<file path="src/verilog/llc_cfg_defines.svh">
// Cache geometry for the configuration and flush controller
// LLC_SET_ASSO must stay below LLC_REG_WIDTH so a way mask fits one register
// Lines per way are 2**LLC_INDEX_LEN and each flush walks every line of a way

`ifndef LLC_CFG_DEFINES_SVH
`define LLC_CFG_DEFINES_SVH

// Number of ways, one bit per way in every mask register
`define LLC_SET_ASSO 4

// Index bits of an address, 16 lines per way
`define LLC_INDEX_LEN 4

// Blocks per cache line
`define LLC_NUM_BLOCKS 8

// Block offset plus byte offset bits below the index
`define LLC_OFFSET_LEN 6

// Full address width of the cached port
`define LLC_ADDR_WIDTH 32

// Width of one configuration register, 8-byte aligned map
`define LLC_REG_WIDTH 64

// Version word returned by the Version register
`define LLC_VERSION 64'h0000_0000_0001_0200

`endif

</file>
<file path="src/verilog/llc_cfg_pkg.sv">
// Shared types of the LLC configuration block
// All widths derive from the geometry macros in the defines header

`include "llc_cfg_defines.svh"

`default_nettype none

package llc_cfg_pkg;

  // One bit per cache way
  typedef logic [`LLC_SET_ASSO-1:0]   way_t;

  // Line index inside one way
  typedef logic [`LLC_INDEX_LEN-1:0]  index_t;

  // Address on the cached port
  typedef logic [`LLC_ADDR_WIDTH-1:0] addr_t;

  // One configuration register word
  typedef logic [`LLC_REG_WIDTH-1:0]  reg_data_t;

  // Register index, byte address bits [5:3] of the register map
  typedef enum logic [2:0] {
    reg_cfg_spm    = 3'd0,
    reg_cfg_flush  = 3'd1,
    reg_flushed    = 3'd2,
    reg_bist_out   = 3'd3,
    reg_set_asso   = 3'd4,
    reg_num_lines  = 3'd5,
    reg_num_blocks = 3'd6,
    reg_version    = 3'd7
  } reg_idx_e;

endpackage

`default_nettype wire

</file>
<file path="src/verilog/llc_cfg_regs.sv">
// Register bank of the LLC configuration block
// Only the low LLC_SET_ASSO bits of CfgSpm and CfgFlush are writable
// Host writes to those two registers are dropped while cfg_lock_i is high
// Reads are combinational, upper bits of the way registers read as zero

`include "llc_cfg_defines.svh"

`default_nettype none

module llc_cfg_regs (
  input  logic                          clk_i,
  input  logic                          rst_n_i,
  // Host register port
  input  logic                          cfg_we_i,
  input  llc_cfg_pkg::reg_idx_e         cfg_waddr_i,
  input  llc_cfg_pkg::reg_data_t        cfg_wdata_i,
  input  llc_cfg_pkg::reg_idx_e         cfg_raddr_i,
  output llc_cfg_pkg::reg_data_t        cfg_rdata_o,
  // Tag storage BIST result
  input  logic                          bist_valid_i,
  input  llc_cfg_pkg::way_t             bist_res_i,
  // Update paths from flush control
  input  logic                          cfg_lock_i,
  input  logic                          flushed_we_i,
  input  llc_cfg_pkg::way_t             flushed_d_i,
  input  logic                          flush_clr_i,
  input  logic                          spm_we_i,
  input  llc_cfg_pkg::way_t             spm_d_i,
  // Register state towards flush control
  output logic                          cfg_written_o,
  output llc_cfg_pkg::way_t             spm_q_o,
  output llc_cfg_pkg::way_t             flush_q_o,
  output llc_cfg_pkg::way_t             flushed_q_o
);
  import llc_cfg_pkg::*;

  // Fixed read-only register contents
  localparam reg_data_t set_asso_val   = reg_data_t'(`LLC_SET_ASSO);
  localparam reg_data_t num_lines_val  = reg_data_t'(1 << `LLC_INDEX_LEN);
  localparam reg_data_t num_blocks_val = reg_data_t'(`LLC_NUM_BLOCKS);
  localparam reg_data_t version_val    = `LLC_VERSION;

  way_t spm_q;
  way_t flush_q;
  way_t flushed_q;
  way_t bist_q;
  way_t wr_way;
  logic wr_ok;
  logic wr_spm;
  logic wr_flush;

  ////////////////////
  // Write filtering
  ////////////////////

  // Accepted host write, blocked while a flush or the BIST wait is running
  assign wr_ok    = cfg_we_i & ~cfg_lock_i;
  assign wr_spm   = wr_ok & (cfg_waddr_i == reg_cfg_spm);
  assign wr_flush = wr_ok & (cfg_waddr_i == reg_cfg_flush);
  // Reserved upper bits are dropped here
  assign wr_way   = cfg_wdata_i[`LLC_SET_ASSO-1:0];

  // Either writable register starts a flush sequence
  assign cfg_written_o = wr_spm | wr_flush;

  always_ff @(posedge clk_i or negedge rst_n_i) begin
    if (!rst_n_i) begin
      spm_q     <= '0;
      flush_q   <= '0;
      flushed_q <= '0;
      bist_q    <= '0;
    end else begin
      // BIST result seeds the SPM lock, never at the same time as a host write
      if (spm_we_i) begin
        spm_q <= spm_d_i;
      end else if (wr_spm) begin
        spm_q <= wr_way;
      end
      // Flush control clears the request when the sequence ends
      if (flush_clr_i) begin
        flush_q <= '0;
      end else if (wr_flush) begin
        flush_q <= wr_way;
      end
      // Flushed is only ever written by flush control
      if (flushed_we_i) begin
        flushed_q <= flushed_d_i;
      end
      if (bist_valid_i) begin
        bist_q <= bist_res_i;
      end
    end
  end

  ////////////////////
  // Read mux
  ////////////////////

  always_comb begin
    unique case (cfg_raddr_i)
      reg_cfg_spm:    cfg_rdata_o = reg_data_t'(spm_q);
      reg_cfg_flush:  cfg_rdata_o = reg_data_t'(flush_q);
      reg_flushed:    cfg_rdata_o = reg_data_t'(flushed_q);
      reg_bist_out:   cfg_rdata_o = reg_data_t'(bist_q);
      reg_set_asso:   cfg_rdata_o = set_asso_val;
      reg_num_lines:  cfg_rdata_o = num_lines_val;
      reg_num_blocks: cfg_rdata_o = num_blocks_val;
      reg_version:    cfg_rdata_o = version_val;
      default:        cfg_rdata_o = '0;
    endcase
  end

  // State for flush control and the cache
  assign spm_q_o     = spm_q;
  assign flush_q_o   = flush_q;
  assign flushed_q_o = flushed_q;

endmodule

`default_nettype wire

</file>
<file path="src/verilog/llc_flush_ctrl.sv">
// BIST wait and way flush sequencer of the LLC configuration block
// Holds the cache port isolated from reset until the BIST result arrives
// One descriptor per line of each selected way, lowest way first
// Every completion must follow the acceptance of its descriptor

`include "llc_cfg_defines.svh"

`default_nettype none

module llc_flush_ctrl (
  input  logic               clk_i,
  input  logic               rst_n_i,
  // Tag storage BIST
  input  logic               bist_valid_i,
  input  llc_cfg_pkg::way_t  bist_res_i,
  // Register bank state
  input  logic               cfg_written_i,
  input  llc_cfg_pkg::way_t  spm_q_i,
  input  llc_cfg_pkg::way_t  flush_q_i,
  input  llc_cfg_pkg::way_t  flushed_q_i,
  // Cache port status
  input  logic               llc_isolated_i,
  input  logic               aw_busy_i,
  input  logic               ar_busy_i,
  input  logic               flush_ready_i,
  input  logic               flush_done_i,
  output logic               llc_isolate_o,
  // Register bank updates
  output logic               cfg_lock_o,
  output logic               flushed_we_o,
  output llc_cfg_pkg::way_t  flushed_d_o,
  output logic               flush_clr_o,
  output logic               spm_we_o,
  output llc_cfg_pkg::way_t  spm_d_o,
  // Flush descriptor
  output logic               flush_valid_o,
  output llc_cfg_pkg::addr_t flush_addr_o,
  output llc_cfg_pkg::way_t  flush_way_o
);
  import llc_cfg_pkg::*;

  localparam int unsigned num_lines = 1 << `LLC_INDEX_LEN;
  localparam int unsigned tag_len   = `LLC_ADDR_WIDTH - `LLC_INDEX_LEN - `LLC_OFFSET_LEN;

  typedef enum logic [2:0] {
    st_pre_init,
    st_idle,
    st_wait_iso,
    st_wait_busy,
    st_init,
    st_send,
    st_wait_done,
    st_end
  } state_e;

  // One extra bit so the full line count fits
  typedef logic [`LLC_INDEX_LEN:0] outst_t;

  state_e state_d, state_q;
  way_t   to_flush_d, to_flush_q;
  way_t   way_sel;
  index_t send_cnt_q;
  outst_t outst_q;
  logic   cnt_load;
  logic   send_inc;
  logic   done_dec;

  // Lowest set bit as one-hot, x & -x
  assign way_sel = to_flush_q & (~to_flush_q + way_t'(1));

  ////////////////////
  // Sequencer
  ////////////////////

  always_comb begin
    state_d      = state_q;
    to_flush_d   = to_flush_q;
    flushed_we_o = 1'b0;
    flushed_d_o  = flushed_q_i;
    flush_clr_o  = 1'b0;
    cnt_load     = 1'b0;
    send_inc     = 1'b0;
    unique case (state_q)
      st_pre_init: begin
        // BIST errors become SPM ways and count as flushed, no flush started
        if (bist_valid_i) begin
          state_d      = st_idle;
          flushed_we_o = 1'b1;
          flushed_d_o  = bist_res_i;
        end
      end
      st_idle: begin
        if (cfg_written_i) begin
          state_d = st_wait_iso;
        end
      end
      st_wait_iso: begin
        if (llc_isolated_i) begin
          state_d = st_wait_busy;
        end
      end
      st_wait_busy: begin
        // Descriptor units must drain before flush descriptors enter
        if (!aw_busy_i && !ar_busy_i) begin
          state_d = st_init;
        end
      end
      st_init: begin
        if (|flush_q_i) begin
          // Explicit flush request
          to_flush_d = flush_q_i & ~flushed_q_i;
        end else begin
          // SPM change, ways leaving SPM are no longer flushed
          to_flush_d   = spm_q_i & ~flushed_q_i;
          flushed_we_o = 1'b1;
          flushed_d_o  = spm_q_i & flushed_q_i;
        end
        if (to_flush_d == '0) begin
          state_d     = st_idle;
          flush_clr_o = 1'b1;
        end else begin
          state_d  = st_send;
          cnt_load = 1'b1;
        end
      end
      st_send: begin
        // Index only advances on an accepted descriptor
        if (flush_ready_i) begin
          send_inc = 1'b1;
          if (send_cnt_q == index_t'(num_lines - 1)) begin
            state_d = st_wait_done;
          end
        end
      end
      st_wait_done: begin
        if (outst_q == '0) begin
          state_d = st_end;
        end
      end
      st_end: begin
        flushed_we_o = 1'b1;
        if (to_flush_q == way_sel) begin
          // Last way done, back to the SPM view
          state_d     = st_idle;
          flushed_d_o = spm_q_i;
          flush_clr_o = 1'b1;
          to_flush_d  = '0;
        end else begin
          state_d     = st_init;
          flushed_d_o = flushed_q_i | way_sel;
        end
      end
      default: begin
        state_d = st_pre_init;
      end
    endcase
  end

  // Completions only counted while a way is in flight
  assign done_dec = flush_done_i & ((state_q == st_send) | (state_q == st_wait_done));

  always_ff @(posedge clk_i or negedge rst_n_i) begin
    if (!rst_n_i) begin
      state_q    <= st_pre_init;
      to_flush_q <= '0;
      send_cnt_q <= '0;
      outst_q    <= '0;
    end else begin
      state_q    <= state_d;
      to_flush_q <= to_flush_d;
      if (cnt_load) begin
        send_cnt_q <= '0;
        outst_q    <= outst_t'(num_lines);
      end else begin
        if (send_inc) begin
          send_cnt_q <= send_cnt_q + index_t'(1);
        end
        if (done_dec) begin
          outst_q <= outst_q - outst_t'(1);
        end
      end
    end
  end

  ////////////////////
  // Outputs
  ////////////////////

  // Port stays isolated and config locked outside idle
  assign llc_isolate_o = (state_q != st_idle);
  assign cfg_lock_o    = (state_q != st_idle);

  // BIST load of the SPM lock
  assign spm_we_o = (state_q == st_pre_init) & bist_valid_i;
  assign spm_d_o  = bist_res_i;

  // Descriptor, line index placed above the offset bits
  assign flush_valid_o = (state_q == st_send);
  assign flush_addr_o  = {{tag_len{1'b0}}, send_cnt_q, {`LLC_OFFSET_LEN{1'b0}}};
  assign flush_way_o   = way_sel;

endmodule

`default_nettype wire

</file>
<file path="src/verilog/llc_bypass_sel.sv">
// Bypass decision for the AW and AR addresses
// Regions are half-open, start inclusive and end exclusive
// SPM region wins where the two regions overlap

`include "llc_cfg_defines.svh"

`default_nettype none

module llc_bypass_sel (
  input  llc_cfg_pkg::addr_t aw_addr_i,
  input  llc_cfg_pkg::addr_t ar_addr_i,
  input  llc_cfg_pkg::addr_t spm_start_i,
  input  llc_cfg_pkg::addr_t spm_end_i,
  input  llc_cfg_pkg::addr_t cached_start_i,
  input  llc_cfg_pkg::addr_t cached_end_i,
  input  llc_cfg_pkg::way_t  flushed_i,
  output logic               aw_bypass_o,
  output logic               ar_bypass_o
);
  import llc_cfg_pkg::*;

  logic all_flushed;
  logic aw_in_spm, aw_in_cached;
  logic ar_in_spm, ar_in_cached;

  // Address hit inside one region
  function automatic logic in_region(addr_t addr, addr_t start_addr, addr_t end_addr);
    return (addr >= start_addr) && (addr < end_addr);
  endfunction

  // Whole cache flushed, cached traffic goes straight to memory
  assign all_flushed = &flushed_i;

  assign aw_in_spm    = in_region(aw_addr_i, spm_start_i, spm_end_i);
  assign aw_in_cached = in_region(aw_addr_i, cached_start_i, cached_end_i);
  assign ar_in_spm    = in_region(ar_addr_i, spm_start_i, spm_end_i);
  assign ar_in_cached = in_region(ar_addr_i, cached_start_i, cached_end_i);

  // SPM never bypasses, unmapped addresses always do
  assign aw_bypass_o = ~aw_in_spm & (~aw_in_cached | all_flushed);
  assign ar_bypass_o = ~ar_in_spm & (~ar_in_cached | all_flushed);

endmodule

`default_nettype wire

</file>
<file path="src/verilog/llc_cfg_top.sv">
// Top level of the LLC configuration and flush controller
// Plain register port, one write strobe per access, combinational read
// Cache port stays isolated after reset until bist_valid_i is seen

`include "llc_cfg_defines.svh"

`default_nettype none

module llc_cfg_top (
  input  logic                   clk_i,
  input  logic                   rst_n_i,
  // Register port
  input  logic                   cfg_we_i,
  input  llc_cfg_pkg::reg_idx_e  cfg_waddr_i,
  input  llc_cfg_pkg::reg_data_t cfg_wdata_i,
  input  llc_cfg_pkg::reg_idx_e  cfg_raddr_i,
  output llc_cfg_pkg::reg_data_t cfg_rdata_o,
  // Tag storage BIST
  input  logic                   bist_valid_i,
  input  llc_cfg_pkg::way_t      bist_res_i,
  // Cache port isolation and unit status
  output logic                   llc_isolate_o,
  input  logic                   llc_isolated_i,
  input  logic                   aw_busy_i,
  input  logic                   ar_busy_i,
  // Flush descriptors and completions
  output logic                   flush_valid_o,
  input  logic                   flush_ready_i,
  output llc_cfg_pkg::addr_t     flush_addr_o,
  output llc_cfg_pkg::way_t      flush_way_o,
  input  logic                   flush_done_i,
  // Bypass selection
  input  llc_cfg_pkg::addr_t     aw_addr_i,
  input  llc_cfg_pkg::addr_t     ar_addr_i,
  input  llc_cfg_pkg::addr_t     spm_start_i,
  input  llc_cfg_pkg::addr_t     spm_end_i,
  input  llc_cfg_pkg::addr_t     cached_start_i,
  input  llc_cfg_pkg::addr_t     cached_end_i,
  output logic                   aw_bypass_o,
  output logic                   ar_bypass_o,
  // Way state for the cache
  output llc_cfg_pkg::way_t      spm_lock_o,
  output llc_cfg_pkg::way_t      flushed_o
);
  import llc_cfg_pkg::*;

  // Bank to flush control
  logic cfg_written;
  way_t flush_q;
  // Flush control to bank
  logic cfg_lock;
  logic flushed_we;
  way_t flushed_d;
  logic flush_clr;
  logic spm_we;
  way_t spm_d;

  ////////////////////
  // Register bank
  ////////////////////

  // CfgSpm and Flushed drive the cache outputs directly
  llc_cfg_regs i_llc_cfg_regs (
    .clk_i         ( clk_i        ),
    .rst_n_i       ( rst_n_i      ),
    .cfg_we_i      ( cfg_we_i     ),
    .cfg_waddr_i   ( cfg_waddr_i  ),
    .cfg_wdata_i   ( cfg_wdata_i  ),
    .cfg_raddr_i   ( cfg_raddr_i  ),
    .cfg_rdata_o   ( cfg_rdata_o  ),
    .bist_valid_i  ( bist_valid_i ),
    .bist_res_i    ( bist_res_i   ),
    .cfg_lock_i    ( cfg_lock     ),
    .flushed_we_i  ( flushed_we   ),
    .flushed_d_i   ( flushed_d    ),
    .flush_clr_i   ( flush_clr    ),
    .spm_we_i      ( spm_we       ),
    .spm_d_i       ( spm_d        ),
    .cfg_written_o ( cfg_written  ),
    .spm_q_o       ( spm_lock_o   ),
    .flush_q_o     ( flush_q      ),
    .flushed_q_o   ( flushed_o    )
  );

  ////////////////////
  // Flush control
  ////////////////////

  llc_flush_ctrl i_llc_flush_ctrl (
    .clk_i          ( clk_i          ),
    .rst_n_i        ( rst_n_i        ),
    .bist_valid_i   ( bist_valid_i   ),
    .bist_res_i     ( bist_res_i     ),
    .cfg_written_i  ( cfg_written    ),
    .spm_q_i        ( spm_lock_o     ),
    .flush_q_i      ( flush_q        ),
    .flushed_q_i    ( flushed_o      ),
    .llc_isolated_i ( llc_isolated_i ),
    .aw_busy_i      ( aw_busy_i      ),
    .ar_busy_i      ( ar_busy_i      ),
    .flush_ready_i  ( flush_ready_i  ),
    .flush_done_i   ( flush_done_i   ),
    .llc_isolate_o  ( llc_isolate_o  ),
    .cfg_lock_o     ( cfg_lock       ),
    .flushed_we_o   ( flushed_we     ),
    .flushed_d_o    ( flushed_d      ),
    .flush_clr_o    ( flush_clr      ),
    .spm_we_o       ( spm_we         ),
    .spm_d_o        ( spm_d          ),
    .flush_valid_o  ( flush_valid_o  ),
    .flush_addr_o   ( flush_addr_o   ),
    .flush_way_o    ( flush_way_o    )
  );

  // Bypass follows the live Flushed register
  llc_bypass_sel i_llc_bypass_sel (
    .aw_addr_i      ( aw_addr_i      ),
    .ar_addr_i      ( ar_addr_i      ),
    .spm_start_i    ( spm_start_i    ),
    .spm_end_i      ( spm_end_i      ),
    .cached_start_i ( cached_start_i ),
    .cached_end_i   ( cached_end_i   ),
    .flushed_i      ( flushed_o      ),
    .aw_bypass_o    ( aw_bypass_o    ),
    .ar_bypass_o    ( ar_bypass_o    )
  );

endmodule

`default_nettype wire

</file>
<file path="config.mk">
export PLATFORM = sky130hd
export DESIGN_NAME = llc_cfg_top
export DESIGN_NICKNAME = d
export VERILOG_FILES = /design/src/verilog/llc_cfg_pkg.sv /design/src/verilog/llc_cfg_regs.sv /design/src/verilog/llc_flush_ctrl.sv /design/src/verilog/llc_bypass_sel.sv /design/src/verilog/llc_cfg_top.sv
export VERILOG_INCLUDE_DIRS = /design/src /design/src/verilog
export SDC_FILE = /design/constraint.sdc
export NUM_CORES = 1
export LEC_CHECK = 0
export BUFFER_PORTS_ARGS = -buffer_cell sky130_fd_sc_hd__buf_2
export CAP_MARGIN = 25
export CORE_AREA = 4 4 148 150
export CTS_CLUSTER_SIZE = 10
export DETAILED_ROUTE_END_ITERATION = 16
export DIE_AREA = 0 0 152 154
export MAX_ROUTING_LAYER = met4
export PLACE_DENSITY = 0.71
export RECOVER_POWER = 25
export SLEW_MARGIN = 30
export SYNTH_ARGS = -nofsm -noshare
export SYNTH_HDL_FRONTEND = slang
export SYNTH_SLANG_ARGS = --single-unit
</file>
<file path="constraint.sdc">
create_clock -name clk_i -period 2.5 [get_ports clk_i]
set_input_delay 0.25 -clock clk_i [delete_from_list [all_inputs] [get_ports clk_i]]
set_output_delay 0.25 -clock clk_i [all_outputs]
set_load 0.05 [all_outputs]
</file>
==> results of run 1 <==
-- path summary, 6_finish.rpt --
path                                              from                              to  slack, ns  cells past startpoint
max reg2reg                i_llc_cfg_regs.flush_q_o[3]     i_llc_flush_ctrl.state_q[2]       0.46                      7
min                                     cfg_wdata_i[1]     i_llc_cfg_regs.flush_q_o[1]       0.24                      3
min reg2reg                   i_llc_cfg_regs.bist_q[3]        i_llc_cfg_regs.bist_q[3]       0.51                      1
max in group asynchronous                      rst_n_i  i_llc_flush_ctrl.to_flush_q[3]       1.05                      1
min in group asynchronous                      rst_n_i       i_llc_cfg_regs.spm_q_o[1]       0.43                      1
max                                       aw_addr_i[3]                     aw_bypass_o      -0.06                      9
-- logic make-up after synthesis --
family                     after synthesis  synth area share (%)
AOI/OAI and AO/OA                      269                  20.3
adders and majority gates              260                  38.9
buffers and inverters                  234                  14.4
and+or+nand+nor                        233                  13.9
DFF                                     32                  9.58
muxes                                   15                  2.19
xor gates and xnor gates                 7                 0.734
other                                    1                0.0449
-- area by class of cell --
type                       count  area share, %
clock buffer                   6           1.13
antenna                        1         0.0220
multi-input combinational    869           64.9
timing repair buffer         353           19.0
clock inverter                 2          0.308
inverter                     138           4.60
tap                          275           3.03
sequential                    32           7.04
-- metal layers --
layer / part of all wire (%) / wire (microns) / up-vias / GRT usage, %
li1: - / - / 4333 / -
met1: 43 / 12000 / 3972 / 28.4
met2: 48 / 13400 / 329 / 38.4
met3: 6.0 / 1690 / 57 / 3.15
met4: 3.2 / 884 / 0 / 6.51
met5: 0 / 0 / - / -
-- worst reg2reg max path, cell delays in order, from the launching register on --
cell	delay (ns)
dfrtp_1	0.43
nor4_2	0.49
a21oi_1	0.13
nor2_1	0.21
nor4_2	0.13
nor2_2	0.34
nor2b_1	0.09
a21oi_1	0.15
-- placed cells by master, fill, tap and decap left out, types with 6 or more instances in the layout --
cell / Yosys / routed
a21oi_2: 3 / 13
a211oi_1: 10 / 6
ha_4: 0 / 29
inv_2: 0 / 9
buf_6: 0 / 12
a21o_1: 44 / 44
inv_1: 138 / 128
buf_2: 1 / 225
mux2i_1: 7 / 7
nand3_1: 14 / 14
dfrtp_1: 32 / 32
and4_1: 7 / 6
nor3_1: 9 / 8
nand2_1: 67 / 64
o21ai_1: 21 / 26
ha_1: 259 / 229
nor2b_1: 7 / 7
nand4_1: 36 / 36
a21oi_1: 96 / 86
conb_1: 1 / 85
nand2b_1: 9 / 6
buf_4: 87 / 112
o21ai_0: 38 / 29
nor2_1: 57 / 54
-- power by group --
part	internal, uW	switching (uW)	total (uW)
Combinational	1320	2290	3610
Clock	467	211	678
Sequential	730	303	1030
-- flip-flops by register name (all words and copies together), names as in the netlist --
| name | flops |
|---|---|
| i_llc_cfg_regs.flushed_q_o | 4 |
| i_llc_flush_ctrl.to_flush_q | 4 |
| i_llc_flush_ctrl.state_q | 3 |
| i_llc_flush_ctrl.send_cnt_q | 4 |
| i_llc_cfg_regs.bist_q | 4 |
| i_llc_cfg_regs.spm_q_o | 4 |
| i_llc_flush_ctrl.outst_q | 5 |
| i_llc_cfg_regs.flush_q_o | 4 |
-- synthesized netlist by cell type (8+ instances only) --
master / count
inv_1: 138
nand4_1: 36
nor2_1: 57
buf_4: 87
nor4_1: 9
nand2_1: 67
o21ai_0: 38
dfrtp_1: 32
o21ai_1: 21
nand3_1: 14
ha_1: 259
a21o_1: 44
a211oi_1: 10
nand2b_1: 9
clkbuf_1: 8
a21oi_1: 96
nor3_1: 9
-- repair_timing --
item                                   CTS  global route
setup buffers                            8             0
resized for setup                      105            36
setup endpoints to repair                2             2
endpoints found under the hold margin    0             0
pin swaps                               54            22
-- through the flow --
stage	total power (uW)	instance area (sq um)	worst slack, ns
6_report	5320	11400	-0.0598
4_1_cts	5230	11200	-0.0928
5_1_grt	5740	11400	-0.141
3_3_place_gp	4310	10400	-0.359
3_5_place_dp	4380	10400	-0.379
2_1_floorplan	3440	8670	0.0455
==> results.md, run 1 <==
* CTS hold repair buffers at 0
* Initial drt markers at 412
* Initial Util at 40.4%
* Largest net degree at the start of global routing at 33
* Crit. End Element: output port
* CTS tree: done
* Top_reg_cell synth: dfrtp_1
* Worst setup margin at -0.0598 ns
* Post-synth EDFFs at 0
* Final Cycle Share at 102%
* Die X at 152 microns
* Post-layout min period at 2.56 ns
* Share of cells above drive strength 1 at 33.5%
* Crit path required time at 2.25 ns
* H-tree Lvls at 2
* Total Nets Final at 1933
* Critical path type: in -> out
* Synth area leader: ha_1
* Remaining Overflow, GRT at 0
* Slew Viols, Final at 33
* Vias post-DR at 8691
* Status: finished, violations left
* #FFs+latches synth at 32
* Final hold slack at 0.236 ns
* Max_cap viols at 1
* Crit path buf inv count at 2
* Area growth, synth to finish at 36.1%
* CP peak stage delay at 0.40 ns
* Routed len/inst at 16.7 microns
* Static leakage at 0.00623 uW
* Core area at 20700 sq um
* CP max stage cell: o32a_1
* Worst hold path type: in -> reg
* Routed Antenna Nets at 0
* Clock buffer depth at 2
* Port Buffers at 241
* Tot GR Track Use at 22.7%
* Filler cells at 1900
* First-pass GRT wire length at 42800 microns
* Worst Setup Start Kind: input pin
* Vias per cell at 5.19
* Inserted Clock Buffers at 5
* Area contributors post-synth: ha_1, dfrtp_1, buf_4, inv_1, a21oi_1
* CTS clk-pin slew, worst paths at 0.05 ns
* Final setup viols at 2
* Failing checks: capacitance limit, slew limit, setup timing
* Die ar. at 23400 sq um
* Seq/Total Area, Yosys at 9.58%
* Inst Count DP at 1663
* WL final at 28000 microns
* Clk sink count at 32
* Async set or reset register ratio after synthesis at 100%
* CP Data Arrival Time at 2.31 ns
* Worst-margin pin slew at 1.75 ns
* CP top delay family: compound AO/OA/AOI/OAI gates
* CP cell instances: buf_2 -> ha_1 -> a2111oi_4 -> a211o_1 -> a211oi_2 -> o31ai_2 -> a21oi_2 -> o32a_1 -> buf_6
* Die H at 154 microns
* Clk_lat worst skew at 0.28 ns
* Drt first pass iters at 5
* Reg area at 801 sq um
* CTS root buf: clkbuf_16
* Vias in the first global route at 8530
* Row count at 53
* Max_slew headroom at -16.9%
* Unrepaired setup endpoints after global routing: true
* Mapped Cells at 1051
* Mapped Avg Cell Area at 7.95 sq um
* P per Cell Area at 468 nW/um^2
* GP Congestion at 0.960
* Top-level I/O count at 387
* Non-filler instance count after layout at 1676
* Setup TNS at -0.100 ns
* HPWL Detailed at 23600 microns
* Final hold violations at 0
* Max Fanout on Critical Path at 4
* Share of Yosys cell area claimed by the top area cell type at 38.8%
* Mapped Area at 8360 sq um
* Multi-input logic area at 7380 sq um
* Synth cell types at 63
* Core Util, Final at 55.0%
* Fmax at 391 MHz
* Total number of yosys warnings at 0
* Worst VDD drop at 0.000379 V
* Skew final at 0.00475 ns
* Residual DRC at 0
* Initial antenna violation count at 1
Note: power is estimated with default switching activity, not from simulation.
==> run 2, diff against run 1 <==
- BUFFER_PORTS_ARGS: -buffer_cell sky130_fd_sc_hd__buf_2 -> -buffer_cell sky130_fd_sc_hd__buf_4
==> run 2 against run 1 <==
  * The run still ends with capacitance limit, slew limit, setup timing left
  * Critical path depth rose by 2
  * Clock power shrank 7.8%
  * Via count is 1.5% lower
  * Die area is the same
  * First-iteration DRC count down 14%
  * Total power hardly changed
  * Critical endpoint is now ar_bypass_o
  * Largest power group unchanged
==> results.md, run 2 (synthesized netlist as in run 1, its figures left out) <==
* Core area at 20700 sq um (unchanged)
* Initial Util at 40.4% (unchanged)
* Clk sink count at 32 (unchanged)
* Clk_lat worst skew at 0.27 ns (was 0.28 ns)
* Max_cap viols at 1 (unchanged)
* Die X at 152 microns (unchanged)
* Worst-margin pin slew at 1.78 ns (was 1.75 ns)
* GP Congestion at 0.917 (was 0.960)
* CTS clk-pin slew, worst paths at 0.05 ns (about the same)
* Total Nets Final at 1910 (was 1933)
* Unrepaired setup endpoints after global routing: true (unchanged)
* Most frequent cells in the layout: buf_4, ha_1, inv_1 (was ha_1, buf_2, inv_1)
* Worst hold path type: in -> reg (unchanged)
* Crit. End Element: output port (unchanged)
* Clock buffer depth at 2 (unchanged)
* Commonest non-fill, non-tap cell in the layout: buf_4 (was ha_1)
* Status: finished, violations left (unchanged)
* Skew final at 0.00376 ns (was 0.00475 ns)
* Vias post-DR at 8560 (was 8691)
* Die ar. at 23400 sq um (unchanged)
* Residual DRC at 0 (unchanged)
* Inst Count DP at 1643 (was 1663)
* Final hold violations at 0 (unchanged)
* CTS root buf: clkbuf_16 (unchanged)
* Initial antenna violation count at 0 (was 1)
* Largest net degree at the start of global routing at 33 (unchanged)
* Vias in the first global route at 8467 (was 8530)
* Final Cycle Share at 103% (was 102%)
* Pre-CTS WS at -0.325 ns (was -0.379 ns)
* Initial drt markers at 355 (was 412)
* Area after DPL at 10800 sq um (was 10400 sq um)
* Area growth, synth to finish at 35.9% (was 36.1%)
* Row count at 53 (unchanged)
* Drt first pass iters at 5 (unchanged)
* WL final at 27400 microns (was 28000 microns)
* P per Cell Area at 469 nW/um^2 (was 468 nW/um^2)
* Reg2Reg Depth at 7 (unchanged)
* Post-layout min period at 2.58 ns (was 2.56 ns)
* Share of cells above drive strength 1 at 28.9% (was 33.5%)
* Critical path type: in -> out (unchanged)
* Vias per cell at 5.18 (was 5.19)
* Depth of the worst hold-timing path at 2 (was 3)
* First-pass GRT wire length at 42500 microns (was 42800 microns)
* Max reg flops at 5 (unchanged)
* HPWL Detailed at 24000 microns (was 23600 microns)
* Failing checks: capacitance limit, slew limit, setup timing (unchanged)
* Slew Viols, Final at 33 (unchanged)
* Routed len/inst at 16.6 microns (was 16.7 microns)
* Inserted Clock Buffers at 5 (unchanged)
* Static leakage at 0.00629 uW (was 0.00623 uW)
* CP Data Arrival Time at 2.33 ns (was 2.31 ns)
* Fmax at 387 MHz (was 391 MHz)
* Crit path required time at 2.25 ns (about the same)
* Finished Cell Area at 11400 sq um (about the same)
* H-tree Lvls at 2 (unchanged)
* Die H at 154 microns (unchanged)
* Max_slew headroom at -18.5% (was -16.9%)
* Worst VDD drop at 0.000398 V (was 0.000379 V)
* Top-level I/O count at 387 (unchanged)
* Max Fanout on Critical Path at 2 (was 4)
* CTS tree: done (unchanged)
* Final setup viols at 2 (unchanged)
* Worst setup margin at -0.0828 ns (was -0.0598 ns)
* Worst Setup Start Kind: input pin (unchanged)
* Non-filler instance count after layout at 1651 (was 1676)
* Remaining Overflow, GRT at 0 (unchanged)
* Tot GR Track Use at 22.5% (was 22.7%)
* Port Buffers at 241 (unchanged)
* Diodes inserted at 0 (was 1)
* Routed Antenna Nets at 0 (unchanged)
* Largest Register: i_llc_flush_ctrl.outst_q (unchanged)
run 2: cell types whose count changed in the layout (fill, tap and decap cells not counted), moves of 7 or more:
cell	delta
a21oi_1	+8
a21oi_2	-8
buf_2	-225
buf_4	+210
buf_6	-9
ha_1	+20
ha_4	-20
inv_1	+7
inv_2	-7
run 2: power breakdown:
group	switching (uW)	internal [uW]	total, uW
combinational	2250	1410	3660
clock	208	417	625
sequential	308	730	1040
run 2: through the flow:
stage	TNS, ns	util [%]	total power (uW)	hold slack [ns]
2_1_floorplan	0	-	3440	-0.0456
3_3_place_gp	-0.533	52.3	4480	0.211
3_5_place_dp	-0.551	52.3	4540	0.217
4_1_cts	-0.196	54.0	5250	0.235
5_1_grt	-0.240	54.9	5740	0.238
6_report	-0.142	54.9	5320	0.240
run 2: timing repair:
action / 4_1_cts / 5_1_grt
buffers inserted: 1 / 1
gates resized for setup: 33 / 40
endpoints found under the hold margin: 32 / 0
hold buffers: 1 / 0
pin swaps: 13 / 22
setup endpoints to repair: 2 / 2
run 2: path summary, 6_finish.rpt:
check / startpoint / end / slack, ns
worst max-delay path: cached_end_i[2] / ar_bypass_o / -0.08
worst min-delay path: bist_res_i[2] / i_llc_cfg_regs.bist_q[2] / 0.24
worst max register to register: i_llc_cfg_regs.flush_q_o[3] / i_llc_flush_ctrl.state_q[2] / 0.38
worst min register to register: i_llc_cfg_regs.bist_q[2] / i_llc_cfg_regs.bist_q[2] / 0.50
max in group asynchronous: rst_n_i / i_llc_flush_ctrl.outst_q[0] / 0.48
min in group asynchronous: rst_n_i / i_llc_cfg_regs.spm_q_o[3] / 0.98
run 2: worst max-delay path, cell delays in order:
cell       delay (ns)
buf_4            0.11
inv_2            0.07
ha_4             0.20
a21o_1           0.20
a31oi_2          0.16
o21ai_2          0.10
a2111oi_4        0.38
a2111oi_2        0.09
o311a_1          0.40
o32a_1           0.20
buf_6            0.16
run 2: per-layer routing:
metal | up-vias | share of wire (%) | global-route usage [%]
li1 | 4292 | - | -
met1 | 3904 | 43 | 28.0
met2 | 310 | 48 | 38.4
met3 | 54 | 6.2 | 2.84
met4 | 0 | 3.2 | 6.68
met5 | - | 0 | -
run 2: area by class of cell:
cell class / instances / area, sq um
Clock buffer: 7 / 153
Fill cell: 1964 / 9330
Inverter: 138 / 523
Multi-Input combinational cell: 869 / 7020
Sequential cell: 32 / 801
Tap cell: 275 / 344
Timing Repair Buffer: 330 / 2520
